## src/source/csr_pkg.sv

```systemverilog
package csr_pkg;

    // Data word and CSR address
    typedef logic [31:0] xlen_t;
    typedef logic [11:0] csr_addr_t;

    typedef enum logic [2:0] {
        CMD_NONE  = 3'd0,
        CMD_W     = 3'd1,
        CMD_S     = 3'd2,
        CMD_C     = 3'd3,
        CMD_ECALL = 3'd4,
        CMD_MRET  = 3'd5
    } csr_cmd_e;

    // Only user and machine mode exist
    typedef enum logic [1:0] {
        PRIV_U = 2'd0,
        PRIV_M = 2'd3
    } priv_e;

    // Machine trap setup
    localparam csr_addr_t ADDR_MSTATUS  = 12'h300;
    localparam csr_addr_t ADDR_MISA     = 12'h301;
    localparam csr_addr_t ADDR_MIE      = 12'h304;
    localparam csr_addr_t ADDR_MTVEC    = 12'h305;

    // Machine trap handling
    localparam csr_addr_t ADDR_MSCRATCH = 12'h340;
    localparam csr_addr_t ADDR_MEPC     = 12'h341;
    localparam csr_addr_t ADDR_MCAUSE   = 12'h342;
    localparam csr_addr_t ADDR_MIP      = 12'h344;

    // Counters, machine copy and user read-only copy
    localparam csr_addr_t ADDR_MCYCLE   = 12'hB00;
    localparam csr_addr_t ADDR_MCYCLEH  = 12'hB80;
    localparam csr_addr_t ADDR_CYCLE    = 12'hC00;
    localparam csr_addr_t ADDR_CYCLEH   = 12'hC80;

    // Exception causes
    localparam xlen_t CAUSE_ILLEGAL = 32'd2;
    localparam xlen_t CAUSE_ECALL_U = 32'd8;
    localparam xlen_t CAUSE_ECALL_M = 32'd11;

    // Interrupt causes carry bit 31
    localparam xlen_t CAUSE_M_TIMER = 32'h8000_0007;
    localparam xlen_t CAUSE_M_EXT   = 32'h8000_000B;

    // mstatus fields
    localparam int MSTATUS_MIE_BIT  = 3;
    localparam int MSTATUS_MPIE_BIT = 7;
    localparam int MSTATUS_MPP_LSB  = 11;
    localparam int MSTATUS_MPP_MSB  = 12;

    // Shared by mie and mip
    localparam int IRQ_MTI_BIT = 7;
    localparam int IRQ_MEI_BIT = 11;

    // MXL = 1, extensions I, M and U
    localparam xlen_t MISA_VALUE = 32'h4010_1100;

endpackage

```

## src/source/csr_decode.sv

```systemverilog
`timescale 1ns/1ps

module csr_decode (
    input  logic                req_valid,
    input  csr_pkg::csr_cmd_e   req_cmd,
    input  csr_pkg::csr_addr_t  req_addr,
    input  csr_pkg::xlen_t      req_operand,
    input  csr_pkg::xlen_t      rdata,
    input  csr_pkg::priv_e      priv,
    output logic                illegal,
    output logic                write_req,
    output csr_pkg::xlen_t      wdata
);

    logic is_csr_cmd;
    logic implemented;
    logic priv_ok;
    logic read_only;
    logic access_bad;

    // Address bits 9:8 give the lowest mode allowed, 11:10 == 3 marks read-only
    always_comb begin
        is_csr_cmd = (req_cmd == csr_pkg::CMD_W) || (req_cmd == csr_pkg::CMD_S) ||
                     (req_cmd == csr_pkg::CMD_C);

        case (req_addr)
            csr_pkg::ADDR_MSTATUS,
            csr_pkg::ADDR_MISA,
            csr_pkg::ADDR_MIE,
            csr_pkg::ADDR_MTVEC,
            csr_pkg::ADDR_MSCRATCH,
            csr_pkg::ADDR_MEPC,
            csr_pkg::ADDR_MCAUSE,
            csr_pkg::ADDR_MIP,
            csr_pkg::ADDR_MCYCLE,
            csr_pkg::ADDR_MCYCLEH,
            csr_pkg::ADDR_CYCLE,
            csr_pkg::ADDR_CYCLEH: implemented = 1'b1;
            default:              implemented = 1'b0;
        endcase

        priv_ok    = req_addr[9:8] <= 2'(priv);
        read_only  = req_addr[11:10] == 2'b11;

        // S and C with a zero operand still count as writes
        access_bad = !priv_ok || read_only || !implemented;

        illegal    = req_valid && is_csr_cmd && access_bad;
        write_req  = req_valid && is_csr_cmd && !access_bad;
    end

    // New value from the operand and the current contents
    always_comb begin
        case (req_cmd)
            csr_pkg::CMD_W: wdata = req_operand;
            csr_pkg::CMD_S: wdata = rdata | req_operand;
            csr_pkg::CMD_C: wdata = rdata & ~req_operand;
            default:        wdata = '0;
        endcase
    end

endmodule

```

## src/source/csr_file.sv

```systemverilog
`timescale 1ns/1ps

module csr_file #(
    parameter int CYCLE_W = 64
) (
    input  logic                clk,
    input  logic                rst_n,
    input  logic                req_valid,
    input  csr_pkg::csr_addr_t  req_addr,
    input  csr_pkg::xlen_t      req_pc,
    input  logic                write_req,
    input  csr_pkg::xlen_t      wdata,
    input  logic                take_trap,
    input  csr_pkg::xlen_t      trap_cause,
    input  logic                do_mret,
    input  logic                irq_ext,
    input  logic                irq_timer,
    output csr_pkg::xlen_t      rdata,
    output csr_pkg::xlen_t      rsp_rdata,
    output csr_pkg::priv_e      priv,
    output logic                mstatus_mie,
    output csr_pkg::xlen_t      mie_bits,
    output csr_pkg::xlen_t      mip_bits,
    output csr_pkg::xlen_t      mtvec,
    output csr_pkg::xlen_t      mepc
);

    csr_pkg::priv_e     mode_q;
    csr_pkg::priv_e     mpp_q;
    logic               mie_q;
    logic               mpie_q;
    logic               mie_mei_q;
    logic               mie_mti_q;
    csr_pkg::xlen_t     mtvec_q;
    csr_pkg::xlen_t     mscratch_q;
    csr_pkg::xlen_t     mepc_q;
    csr_pkg::xlen_t     mcause_q;
    logic [CYCLE_W-1:0] cycle_q;
    logic [CYCLE_W-1:0] cycle_base;
    logic [63:0]        cycle_ext;
    csr_pkg::xlen_t     mstatus_word;
    logic               apply_write;

    // Trap entry takes the place of the CSR write
    assign apply_write = write_req && !take_trap;

    // Upper half reads zero with a 32-bit counter
    assign cycle_ext = 64'(cycle_q);

    always_comb begin
        mstatus_word = '0;
        mstatus_word[csr_pkg::MSTATUS_MIE_BIT]  = mie_q;
        mstatus_word[csr_pkg::MSTATUS_MPIE_BIT] = mpie_q;
        mstatus_word[csr_pkg::MSTATUS_MPP_MSB:csr_pkg::MSTATUS_MPP_LSB] = mpp_q;

        mie_bits = '0;
        mie_bits[csr_pkg::IRQ_MEI_BIT] = mie_mei_q;
        mie_bits[csr_pkg::IRQ_MTI_BIT] = mie_mti_q;

        // mip follows the platform lines directly
        mip_bits = '0;
        mip_bits[csr_pkg::IRQ_MEI_BIT] = irq_ext;
        mip_bits[csr_pkg::IRQ_MTI_BIT] = irq_timer;
    end

    always_comb begin
        case (req_addr)
            csr_pkg::ADDR_MSTATUS:  rdata = mstatus_word;
            csr_pkg::ADDR_MISA:     rdata = csr_pkg::MISA_VALUE;
            csr_pkg::ADDR_MIE:      rdata = mie_bits;
            csr_pkg::ADDR_MTVEC:    rdata = mtvec_q;
            csr_pkg::ADDR_MSCRATCH: rdata = mscratch_q;
            csr_pkg::ADDR_MEPC:     rdata = mepc_q;
            csr_pkg::ADDR_MCAUSE:   rdata = mcause_q;
            csr_pkg::ADDR_MIP:      rdata = mip_bits;
            csr_pkg::ADDR_MCYCLE,
            csr_pkg::ADDR_CYCLE:    rdata = cycle_ext[31:0];
            csr_pkg::ADDR_MCYCLEH,
            csr_pkg::ADDR_CYCLEH:   rdata = cycle_ext[63:32];
            default:                rdata = '0;
        endcase
    end

    // Old value goes back with the response
    always_ff @(posedge clk) begin
        if (req_valid) begin
            rsp_rdata <= rdata;
        end
    end

    always_ff @(posedge clk or negedge rst_n) begin
        if (!rst_n) begin
            mode_q     <= csr_pkg::PRIV_M;
            mpp_q      <= csr_pkg::PRIV_U;
            mie_q      <= 1'b0;
            mpie_q     <= 1'b0;
            mie_mei_q  <= 1'b0;
            mie_mti_q  <= 1'b0;
            mtvec_q    <= '0;
            mscratch_q <= '0;
            mepc_q     <= '0;
            mcause_q   <= '0;
        end else if (take_trap) begin
            mepc_q   <= req_pc;
            mcause_q <= trap_cause;
            mpie_q   <= mie_q;
            mie_q    <= 1'b0;
            mpp_q    <= mode_q;
            mode_q   <= csr_pkg::PRIV_M;
        end else if (do_mret) begin
            mie_q  <= mpie_q;
            mpie_q <= 1'b1;
            mode_q <= mpp_q;
            mpp_q  <= csr_pkg::PRIV_U;
        end else if (apply_write) begin
            case (req_addr)
                csr_pkg::ADDR_MSTATUS: begin
                    mie_q  <= wdata[csr_pkg::MSTATUS_MIE_BIT];
                    mpie_q <= wdata[csr_pkg::MSTATUS_MPIE_BIT];
                    // MPP keeps only legal modes
                    mpp_q  <= (wdata[csr_pkg::MSTATUS_MPP_MSB:csr_pkg::MSTATUS_MPP_LSB] == 2'b11)
                              ? csr_pkg::PRIV_M : csr_pkg::PRIV_U;
                end
                csr_pkg::ADDR_MIE: begin
                    mie_mei_q <= wdata[csr_pkg::IRQ_MEI_BIT];
                    mie_mti_q <= wdata[csr_pkg::IRQ_MTI_BIT];
                end
                // Modes 2 and 3 are reserved, so bit 1 stays zero
                csr_pkg::ADDR_MTVEC:    mtvec_q    <= {wdata[31:2], 1'b0, wdata[0]};
                csr_pkg::ADDR_MSCRATCH: mscratch_q <= wdata;
                csr_pkg::ADDR_MEPC:     mepc_q     <= {wdata[31:2], 2'b00};
                csr_pkg::ADDR_MCAUSE:   mcause_q   <= wdata;
                default: ;
            endcase
        end
    end

    // Counter write merges into the half being written
    always_comb begin
        cycle_base = cycle_q;
        if (apply_write && (req_addr == csr_pkg::ADDR_MCYCLE)) begin
            cycle_base = CYCLE_W'({cycle_ext[63:32], wdata});
        end else if (apply_write && (req_addr == csr_pkg::ADDR_MCYCLEH)) begin
            cycle_base = CYCLE_W'({wdata, cycle_ext[31:0]});
        end
    end

    always_ff @(posedge clk or negedge rst_n) begin
        if (!rst_n) begin
            cycle_q <= '0;
        end else begin
            cycle_q <= cycle_base + 1'b1;
        end
    end

    assign priv        = mode_q;
    assign mstatus_mie = mie_q;
    assign mtvec       = mtvec_q;
    assign mepc        = mepc_q;

    assert property (@(posedge clk) disable iff (!rst_n) !(take_trap && do_mret))
        else $error("csr_file: trap entry and MRET in the same cycle");

endmodule

```

## src/source/csr_stage.sv

```systemverilog
`timescale 1ns/1ps

module csr_stage #(
    parameter int CYCLE_W = 64
) (
    input  logic                clk,
    input  logic                rst_n,
    input  logic                req_valid,
    input  csr_pkg::csr_cmd_e   req_cmd,
    input  csr_pkg::csr_addr_t  req_addr,
    input  csr_pkg::xlen_t      req_operand,
    input  csr_pkg::xlen_t      req_pc,
    input  logic                irq_ext,
    input  logic                irq_timer,
    output logic                rsp_valid,
    output csr_pkg::xlen_t      rsp_rdata,
    output logic                rsp_trap,
    output logic                rsp_redirect,
    output csr_pkg::xlen_t      rsp_target,
    output csr_pkg::priv_e      priv
);

    csr_pkg::xlen_t rdata;
    csr_pkg::xlen_t wdata;
    csr_pkg::xlen_t trap_cause;
    csr_pkg::xlen_t mie_bits;
    csr_pkg::xlen_t mip_bits;
    csr_pkg::xlen_t mtvec;
    csr_pkg::xlen_t mepc;
    logic           illegal;
    logic           write_req;
    logic           take_trap;
    logic           do_mret;
    logic           mstatus_mie;

    // Legality and write value
    csr_decode u_decode (
        .req_valid   (req_valid),
        .req_cmd     (req_cmd),
        .req_addr    (req_addr),
        .req_operand (req_operand),
        .rdata       (rdata),
        .priv        (priv),
        .illegal     (illegal),
        .write_req   (write_req),
        .wdata       (wdata)
    );

    // Architectural state and cycle counter
    csr_file #(
        .CYCLE_W (CYCLE_W)
    ) u_file (
        .clk         (clk),
        .rst_n       (rst_n),
        .req_valid   (req_valid),
        .req_addr    (req_addr),
        .req_pc      (req_pc),
        .write_req   (write_req),
        .wdata       (wdata),
        .take_trap   (take_trap),
        .trap_cause  (trap_cause),
        .do_mret     (do_mret),
        .irq_ext     (irq_ext),
        .irq_timer   (irq_timer),
        .rdata       (rdata),
        .rsp_rdata   (rsp_rdata),
        .priv        (priv),
        .mstatus_mie (mstatus_mie),
        .mie_bits    (mie_bits),
        .mip_bits    (mip_bits),
        .mtvec       (mtvec),
        .mepc        (mepc)
    );

    // Trap decision and response flags
    trap_ctrl u_trap (
        .clk          (clk),
        .rst_n        (rst_n),
        .req_valid    (req_valid),
        .req_cmd      (req_cmd),
        .req_pc       (req_pc),
        .illegal      (illegal),
        .priv         (priv),
        .mstatus_mie  (mstatus_mie),
        .mie_bits     (mie_bits),
        .mip_bits     (mip_bits),
        .mtvec        (mtvec),
        .mepc         (mepc),
        .take_trap    (take_trap),
        .trap_cause   (trap_cause),
        .do_mret      (do_mret),
        .rsp_valid    (rsp_valid),
        .rsp_trap     (rsp_trap),
        .rsp_redirect (rsp_redirect),
        .rsp_target   (rsp_target)
    );

endmodule

```

## src/source/trap_ctrl.sv

```systemverilog
`timescale 1ns/1ps

module trap_ctrl (
    input  logic                clk,
    input  logic                rst_n,
    input  logic                req_valid,
    input  csr_pkg::csr_cmd_e   req_cmd,
    input  csr_pkg::xlen_t      req_pc,
    input  logic                illegal,
    input  csr_pkg::priv_e      priv,
    input  logic                mstatus_mie,
    input  csr_pkg::xlen_t      mie_bits,
    input  csr_pkg::xlen_t      mip_bits,
    input  csr_pkg::xlen_t      mtvec,
    input  csr_pkg::xlen_t      mepc,
    output logic                take_trap,
    output csr_pkg::xlen_t      trap_cause,
    output logic                do_mret,
    output logic                rsp_valid,
    output logic                rsp_trap,
    output logic                rsp_redirect,
    output csr_pkg::xlen_t      rsp_target
);

    localparam logic [1:0] TVEC_VECTORED = 2'b01;

    logic           is_mret;
    logic           is_ecall;
    logic           bad_mret;
    logic           exc;
    csr_pkg::xlen_t exc_cause;
    csr_pkg::xlen_t pending;
    logic           irq_en;
    logic           take_irq;
    csr_pkg::xlen_t irq_cause;
    csr_pkg::xlen_t tvec_base;
    csr_pkg::xlen_t trap_target;
    csr_pkg::xlen_t next_target;

    assign is_mret  = req_valid && (req_cmd == csr_pkg::CMD_MRET);
    assign is_ecall = req_valid && (req_cmd == csr_pkg::CMD_ECALL);
    assign bad_mret = is_mret && (priv != csr_pkg::PRIV_M);

    // Exceptions first, then interrupts
    assign exc       = illegal || bad_mret || is_ecall;
    assign exc_cause = !is_ecall ? csr_pkg::CAUSE_ILLEGAL :
                       (priv == csr_pkg::PRIV_M) ? csr_pkg::CAUSE_ECALL_M :
                       csr_pkg::CAUSE_ECALL_U;

    // U-mode always takes M interrupts, M-mode only with MIE
    assign pending   = mip_bits & mie_bits;
    assign irq_en    = (priv == csr_pkg::PRIV_U) || mstatus_mie;
    assign take_irq  = req_valid && irq_en &&
                       (pending[csr_pkg::IRQ_MEI_BIT] || pending[csr_pkg::IRQ_MTI_BIT]);
    assign irq_cause = pending[csr_pkg::IRQ_MEI_BIT] ? csr_pkg::CAUSE_M_EXT
                                                     : csr_pkg::CAUSE_M_TIMER;

    assign take_trap  = exc || take_irq;
    assign trap_cause = exc ? exc_cause : irq_cause;
    assign do_mret    = is_mret && !take_trap;

    // Vectored mode offsets interrupts only
    assign tvec_base = {mtvec[31:2], 2'b00};
    always_comb begin
        if ((mtvec[1:0] == TVEC_VECTORED) && trap_cause[31]) begin
            trap_target = tvec_base + {trap_cause[29:0], 2'b00};
        end else begin
            trap_target = tvec_base;
        end
    end

    // No redirect means fall through to the next instruction
    assign next_target = take_trap ? trap_target :
                         do_mret   ? mepc        :
                         req_pc + 32'd4;

    always_ff @(posedge clk or negedge rst_n) begin
        if (!rst_n) begin
            rsp_valid    <= 1'b0;
            rsp_trap     <= 1'b0;
            rsp_redirect <= 1'b0;
        end else begin
            rsp_valid    <= req_valid;
            rsp_trap     <= take_trap;
            rsp_redirect <= take_trap || do_mret;
        end
    end

    always_ff @(posedge clk) begin
        if (req_valid) begin
            rsp_target <= next_target;
        end
    end

    assert property (@(posedge clk) disable iff (!rst_n) rsp_redirect |-> rsp_valid)
        else $error("trap_ctrl: redirect without a valid response");

endmodule

```

## config.mk

```make
export PLATFORM = sky130hd
export DESIGN_NAME = csr_stage
export DESIGN_NICKNAME = d
export VERILOG_FILES = /design/src/source/csr_pkg.sv /design/src/source/csr_decode.sv /design/src/source/csr_file.sv /design/src/source/csr_stage.sv /design/src/source/trap_ctrl.sv
export SDC_FILE = /design/constraint.sdc
export NUM_CORES = 1
export LEC_CHECK = 0
export ABC_CLOCK_PERIOD_IN_PS = 5200
export BUFFER_PORTS_ARGS = -buffer_cell sky130_fd_sc_hd__buf_4
export CORE_UTILIZATION = 30
export CTS_CLUSTER_DIAMETER = 40
export DETAILED_ROUTE_END_ITERATION = 6
export PLACE_DENSITY = 0.5
export SETUP_SLACK_MARGIN = 0.1
export SLEW_MARGIN = 20
export SYNTH_ARGS = -nofsm -noshare
export SYNTH_HDL_FRONTEND = slang
export SYNTH_SLANG_ARGS = --single-unit
```

## constraint.sdc

```tcl
create_clock -name clk -period 5.2 [get_ports clk]
set_input_delay 1.04 -clock clk [delete_from_list [all_inputs] [get_ports clk]]
set_output_delay 1.04 -clock clk [all_outputs]
set_load 0.02 [all_outputs]
```

==> metrics.cfg, run 1 <==
[drt]
via_per_inst = 5.511
first_pass_iters = 6
met2_wirelength_mm = 31.82
met3WireLength_mm = 5.412
totalWireLength_mm = 71.83
postRouteAntennaNets = 0
drt_iter0_drc = 1565
via_count = 16300
wl_met1_mm = 32.65
top_layer = met5
drc = 0
drt-wirelength-per-cell_um = 24.28

[critical_path]
worstSetupPathType = input pin to flip-flop
cp-end-kind = flip-flop
r2r_cells = 21
cp.required_ns = 5.70
r2r_start = u_file.priv[1]
cp-startpoint = req_addr[0]
cp_max_fo = 6
startpoint_type = input pin
r2r-end = u_trap.rsp_target[30]
endpoint = u_file.cycle_ext[56]
arrival_ns = 5.53
rrSetupSlack_ns = 0.49

[floorplan]
core_um2 = 55310
die_w_um = 239.0
start_util_pct = 30.46
die_height_um = 239.0
row_count = 86
io_pins = 153
dieArea_um2 = 57110

[global_route]
grt_max_degree = 108
grt_usage_pct = 25.12
grt_pass1_vias = 15690
grt_pass1_wl_mm = 106.1
grt.overflow.total = 0
antenna_found_initial = 1

[finish]
post-route-util_pct = 38.97
final_nets = 2254
final_common_cell = nand2_1
nFillCells = 5718
mostFrequentLayoutCells = nand2_1, buf_4, dfrtp_1
diodes = 0
syn_to_final_growth_pct = 27.93
drive_above_1_share_pct = 22.13

[cts]
h-tree-depth = 2
worstSkewPairLatency_ns = 0.63
ctsHoldBuffers = 0
cts_sinks = 266
ctsResizeCount = 0
clockBufferDepth = 3
cts_tree = built
path_clk_slew_ns = 0.05
numCtsBuffers = 57
postCtsSetupBuffers = 0
clock_tree.root_cell = clkbuf_16

[pwr]
p_leak_nw = 8.863
total_power_mw = 6.744
ir_worst_vdd_uv = 238.4
p_per_area_nw_per_um2 = 312.9

[yosys]
synth_warnings = 0
synth_edf_count = 64
synth.cell_area_um2 = 16850
synth-seq-cells = 266
syn_area_per_cell_um2 = 8.734
synthArstFlopShare_pct = 75.94
syn-num-nets = 2022
synth_ff_type = dfrtp_1
synthCells = 1929
ys_seq_area_share_pct = 41.42
synth_cell_types = 94

[sta]
worstMarginPinSlew_ns = 1.104
finalSetupViolations = 0
post-route-min-period_ns = 5.034
final.setup.tns_ns = 0
rsz0062_at_grt = false
skew_ns = 0.03340
finalCritPeriodShare_pct = 96.81
max_freq_mhz = 198.7
slew_headroom_pct = 25.62
finalHoldViolCount = 0
maxSlewViolCount = 0

[place]
dp_hpwl_mm = 55.32
io_buffers = 152
gp_congestion = 0.9853

[run]
drv_cap = 0

[hold_path]
hp-class = flip-flop to flip-flop
hold-path-cell-count = 2

[outcome]
status = finished, final reports clean

[cells in the mapped netlist, types with 6 or more instances]
| library cell | number | share of area, % |
|---|---|---|
| nand2_1 | 298 | 6.6 |
| dfrtp_1 | 200 | 30 |
| nor2_1 | 198 | 4.4 |
| o21ai_0 | 147 | 4.4 |
| a21oi_1 | 142 | 4.2 |
| clkbuf_1 | 94 | 2.1 |
| nand3_1 | 68 | 2.0 |
| edfxtp_1 | 64 | 11 |
| mux2i_1 | 62 | 3.7 |
| xnor2_1 | 62 | 3.2 |
| xor2_1 | 61 | 3.2 |
| nand4_1 | 38 | 1.4 |
| mux2_2 | 33 | 2.2 |
| inv_1 | 28 | 0.62 |
| o211ai_1 | 28 | 1.2 |
| and3_1 | 24 | 0.89 |
| nor3_1 | 24 | 0.71 |
| o2bb2ai_1 | 24 | 1.2 |
| a211oi_1 | 21 | 0.94 |
| a22oi_1 | 20 | 0.89 |
| buf_2 | 20 | 0.59 |
| nor4_1 | 14 | 0.52 |
| and2_1 | 13 | 0.48 |
| a31oi_1 | 11 | 0.41 |
| a21o_1 | 10 | 0.45 |
| and4_1 | 9 | 0.47 |
| nand2b_1 | 9 | 0.33 |
| or2_2 | 9 | 0.33 |
| a2111oi_0 | 8 | 0.42 |
| a221oi_1 | 8 | 0.42 |
| ha_1 | 8 | 0.59 |
| o31ai_1 | 8 | 0.36 |
| or3_1 | 8 | 0.30 |
| nand4b_1 | 7 | 0.36 |
| nor2b_1 | 7 | 0.26 |
| o2111ai_1 | 7 | 0.36 |
| or4_1 | 7 | 0.31 |
| a221o_1 | 6 | 0.36 |
| buf_1 | 6 | 0.13 |
| nor4b_2 | 6 | 0.53 |
| o31a_1 | 6 | 0.31 |
[routing by layer]
metal	up-vias	global-route usage [%]
li1	7469	-
met5	-	0
met1	8020	35.34
met4	2	7.809
met2	703	38.58
met3	108	4.873
[how the worst min path moves through the flow]
stage / startpoint / end / slack (ns)
4_1_cts: u_file.mscratch_q[12] / u_file.mscratch_q[12] / 0.47
6_report: u_file.mscratch_q[17] / u_file.mscratch_q[17] / 0.48
2_1_floorplan: u_file.mscratch_q[7] / u_file.mscratch_q[7] / 0.44
3_5_place_dp: u_file.mscratch_q[12] / u_file.mscratch_q[12] / 0.46
5_1_grt: u_file.mscratch_q[12] / u_file.mscratch_q[12] / 0.49
3_3_place_gp: u_file.mscratch_q[17] / u_file.mscratch_q[17] / 0.46
[critical path: stages]
cell	delay, ns
buf_4	0.15
or4_1	0.72
a2111oi_0	0.88
buf_4	0.23
a221oi_1	0.07
a2111oi_0	0.42
nor3_1	0.25
o31a_1	0.37
nor3_1	0.21
buf_4	0.17
nand3_1	0.17
nor4_1	0.58
buf_4	0.21
xnor2_1	0.05
[where the power goes]
part	internal (mW)	leakage, nW	switching, mW
registers	2.26	3.38	0.0986
logic	0.274	4.56	0.466
clock network	2.32	0.932	1.32
[cell families (layout without fill, tap and decap cells)]
family | count (synthesis) | in the layout | share of synthesized area, %
and+or+nand+nor | 785 | 785 | 22.86
AOI/OAI and AO/OA | 497 | 497 | 18.97
DFF | 266 | 266 | 41.42
buffers and inverters | 154 | 435 | 3.758
xor gates and xnor gates | 123 | 123 | 6.394
muxes | 95 | 95 | 5.889
adders and majority gates | 9 | 9 | 0.7129
[metrics by stage]
| step | cell area [µm²] | hold slack [ns] | setup slack, ns | cells |
|---|---|---|---|---|
| finish | 21550 | 0.4755 | 0.1661 | 2958 |
| detailed placement | 19620 | 0.4629 | -0.3894 | 2850 |
| global route | 21550 | 0.4937 | 0.2174 | 2958 |
| floorplan | 16850 | 0.4444 | 0.2412 | 1929 |
| CTS | 21550 | 0.4748 | 0.2548 | 2958 |
| global placement | 19620 | 0.4563 | -0.3207 | 2850 |
[area by class of cell]
type	count	area, µm²	share of cell area [%]
multi-input combinational	1509	9289	43.10
sequential	266	6979	32.38
timing repair buffer	298	2306	10.70
clock buffer	68	1539	7.140
tap	748	935.9	4.342
clock inverter	40	394.1	1.829
inverter	29	111.4	0.5166
[registers in the layout (all words and copies together), names as in the netlist]
name	cells
u_file.priv	2
u_trap.rsp_trap	1
u_file.mcause_q	32
u_file.mie_mei_q	1
u_trap.rsp_valid	1
u_file.rsp_rdata	32
u_file.mpp_q	2
u_file.cycle_ext	64
u_file.mtvec	31
u_file.mscratch_q	32
u_trap.rsp_redirect	1
u_file.mie_mti_q	1
u_file.mpie_q	1
u_file.mepc	32
u_file.mstatus_mie	1
u_trap.rsp_target	32
Note: power is estimated with default switching activity, not from simulation.
==> inputs of run 2 (changes only) <==
CORE_ASPECT_RATIO = 0.5   (was unset)
CTS_BUF_LIST = sky130_fd_sc_hd__clkbuf_4   (was unset)
==> metrics.cfg, run 2 (synthesized netlist as in run 1, its figures left out) <==
[outcome]
status = finished, final reports clean

[finish]
final_nets = 2274
drive_above_1_share_pct = 22.72
seqCellArea_um2 = 6979
final_common_cell = buf_4
multi_input_area_um2 = 9281
largest_reg_flops = 64
final_cell_area_um2 = 20620
syn_to_final_growth_pct = 22.41
post-route-util_pct = 37.79
mostFrequentLayoutCells = buf_4, nand2_1, dfrtp_1
nFillCells = 5747

[sta]
max_freq_mhz = 211.8
setup_slack_ns = 0.4776
rsz0062_at_grt = false
finalHoldViolCount = 0
worstMarginPinSlew_ns = 1.104
maxSlewViolCount = 0
slew_headroom_pct = 26.21
skew_ns = 0.08789
final.setup.tns_ns = 0
finalSetupViolations = 0
finalCritPeriodShare_pct = 90.81
post-route-min-period_ns = 4.722

[cts]
clockBufferDepth = 3
ctsHoldBuffers = 0
h-tree-depth = 3
cts_sinks = 266
clock_tree.root_cell = clkbuf_4
path_clk_slew_ns = 0.09
numCtsBuffers = 71
ctsResizeCount = 0
worstSkewPairLatency_ns = 0.83
cts_tree = built
postCtsSetupBuffers = 0

[place]
placed_area_um2 = 19640
dp_hpwl_mm = 57.24
io_buffers = 152
place_ws_ns = 0.02711
gp_congestion = 0.9752

[critical_path]
cp_max_fo = 6
arrival_ns = 5.20
crit_path_frequent_cell = a21oi_1
crit_chain = inv_1, ha_1, nor2b_1, a2bb2oi_1, a21oi_1, a21oi_1, a21o_1, or2_2, a21oi_1, nor2_1, ha_1, o21ai_0, nand2b_1, nor4b_1, buf_4, and2_0, buf_4, and4_1, xnor2_1, a21oi_1
r2r-end = u_trap.rsp_target[26]
r2r_cells = 20
rrSetupSlack_ns = 0.48
startpoint_type = flip-flop
worstSetupPathType = flip-flop to flip-flop
r2r_start = u_file.priv[1]
critPathMaxStageDelay_ns = 0.62
cp.required_ns = 5.68
cp-end-kind = flip-flop
cp_slowest_cell = dfstp_2

[global_route]
antenna_found_initial = 3
grt_max_degree = 142
grt_pass1_vias = 15410
grt_pass1_wl_mm = 107.7
grt.overflow.total = 0
grt_usage_pct = 26.01

[pwr]
p_int_mw = 3.627
p_leak_nw = 8.524
combPwrFrac_pct = 14.9
power_switching_mw = 1.597
p_per_area_nw_per_um2 = 253.3
seq_power_share_pct = 45.2
switching_share_pct = 30.57
ir_worst_vdd_uv = 124.9
total_power_mw = 5.225
clkPwrFrac_pct = 39.9

[floorplan]
die_height_um = 169.6
dieArea_um2 = 57170
row_count = 60
io_pins = 153
start_util_pct = 30.87
core_um2 = 54580
die_w_um = 337.2

[hold_path]
hp-class = input pin to asynchronous set/reset pin

[drt]
totalWireLength_mm = 74.63
drt_iter0_drc = 1887
via_count = 16340
first_pass_iters = 6
via_per_inst = 5.480
drt-wirelength-per-cell_um = 25.03
drc = 0
postRouteAntennaNets = 0

[run]
drv_cap = 0

[run 2: cell type report]
type                       instances  share of cell area (%)
antenna                            2                 0.02427
tap                              744                   4.513
inverter                          29                  0.5399
multi-input combinational       1509                   45.00
clock buffer                     107                   3.895
clock inverter                    21                  0.8432
timing repair buffer             304                   11.34
sequential                       266                   33.84
[run 2: stage by stage]
stage,hold slack [ns],instances
floorplan,0.4444,1929
global placement,0.4577,2852
detailed placement,0.4615,2852
CTS,0.1497,2980
global route,0.1601,2982
finish,0.1773,2982
[run 2: critical path, delay by kind of cell, from the launching register on]
family	cells	cell delay (ns)
buffers and inverters	3	0.46
adder cells (fa/ha/maj)	2	0.63
AO/OA/AOI/OAI	7	1.27
flip-flops	1	0.62
AND/OR/NAND/NOR	7	1.30
XOR/XNOR	1	0.11
[run 2: worst max-delay path by stage]
stage / from / endpoint / slack [ns] / depth (start not counted)
after CTS: u_file.priv[1] / u_trap.rsp_target[26] / 0.57 / 20
after global routing: u_file.priv[1] / u_trap.rsp_target[26] / 0.14 / 21
final: u_file.priv[1] / u_trap.rsp_target[26] / 0.48 / 20
after global placement: req_addr[0] / u_file.cycle_ext[36] / 0.11 / 14
after detailed placement: req_addr[11] / u_trap.rsp_target[26] / 0.03 / 19
after floorplan: req_addr[8] / u_file.cycle_ext[48] / 0.24 / 18
[run 2: layer usage]
layer	global-route usage, %	vias to the layer above	wire, µm
li1	-	7531	-
met1	39.71	8010	36010
met2	35.03	699	29460
met3	7.918	100	7853
met4	5.514	2	1299
met5	0	-	13
[run 2: power groups by stage]
stage | logic (mW) | clock network, mW | registers, mW
floorplan | 0.338 | 0 | 2.39
global placement | 0.765 | 0 | 2.40
detailed placement | 0.768 | 0 | 2.40
CTS | 0.770 | 2.13 | 2.36
global route | 0.839 | 2.24 | 2.37
finish | 0.780 | 2.08 | 2.36
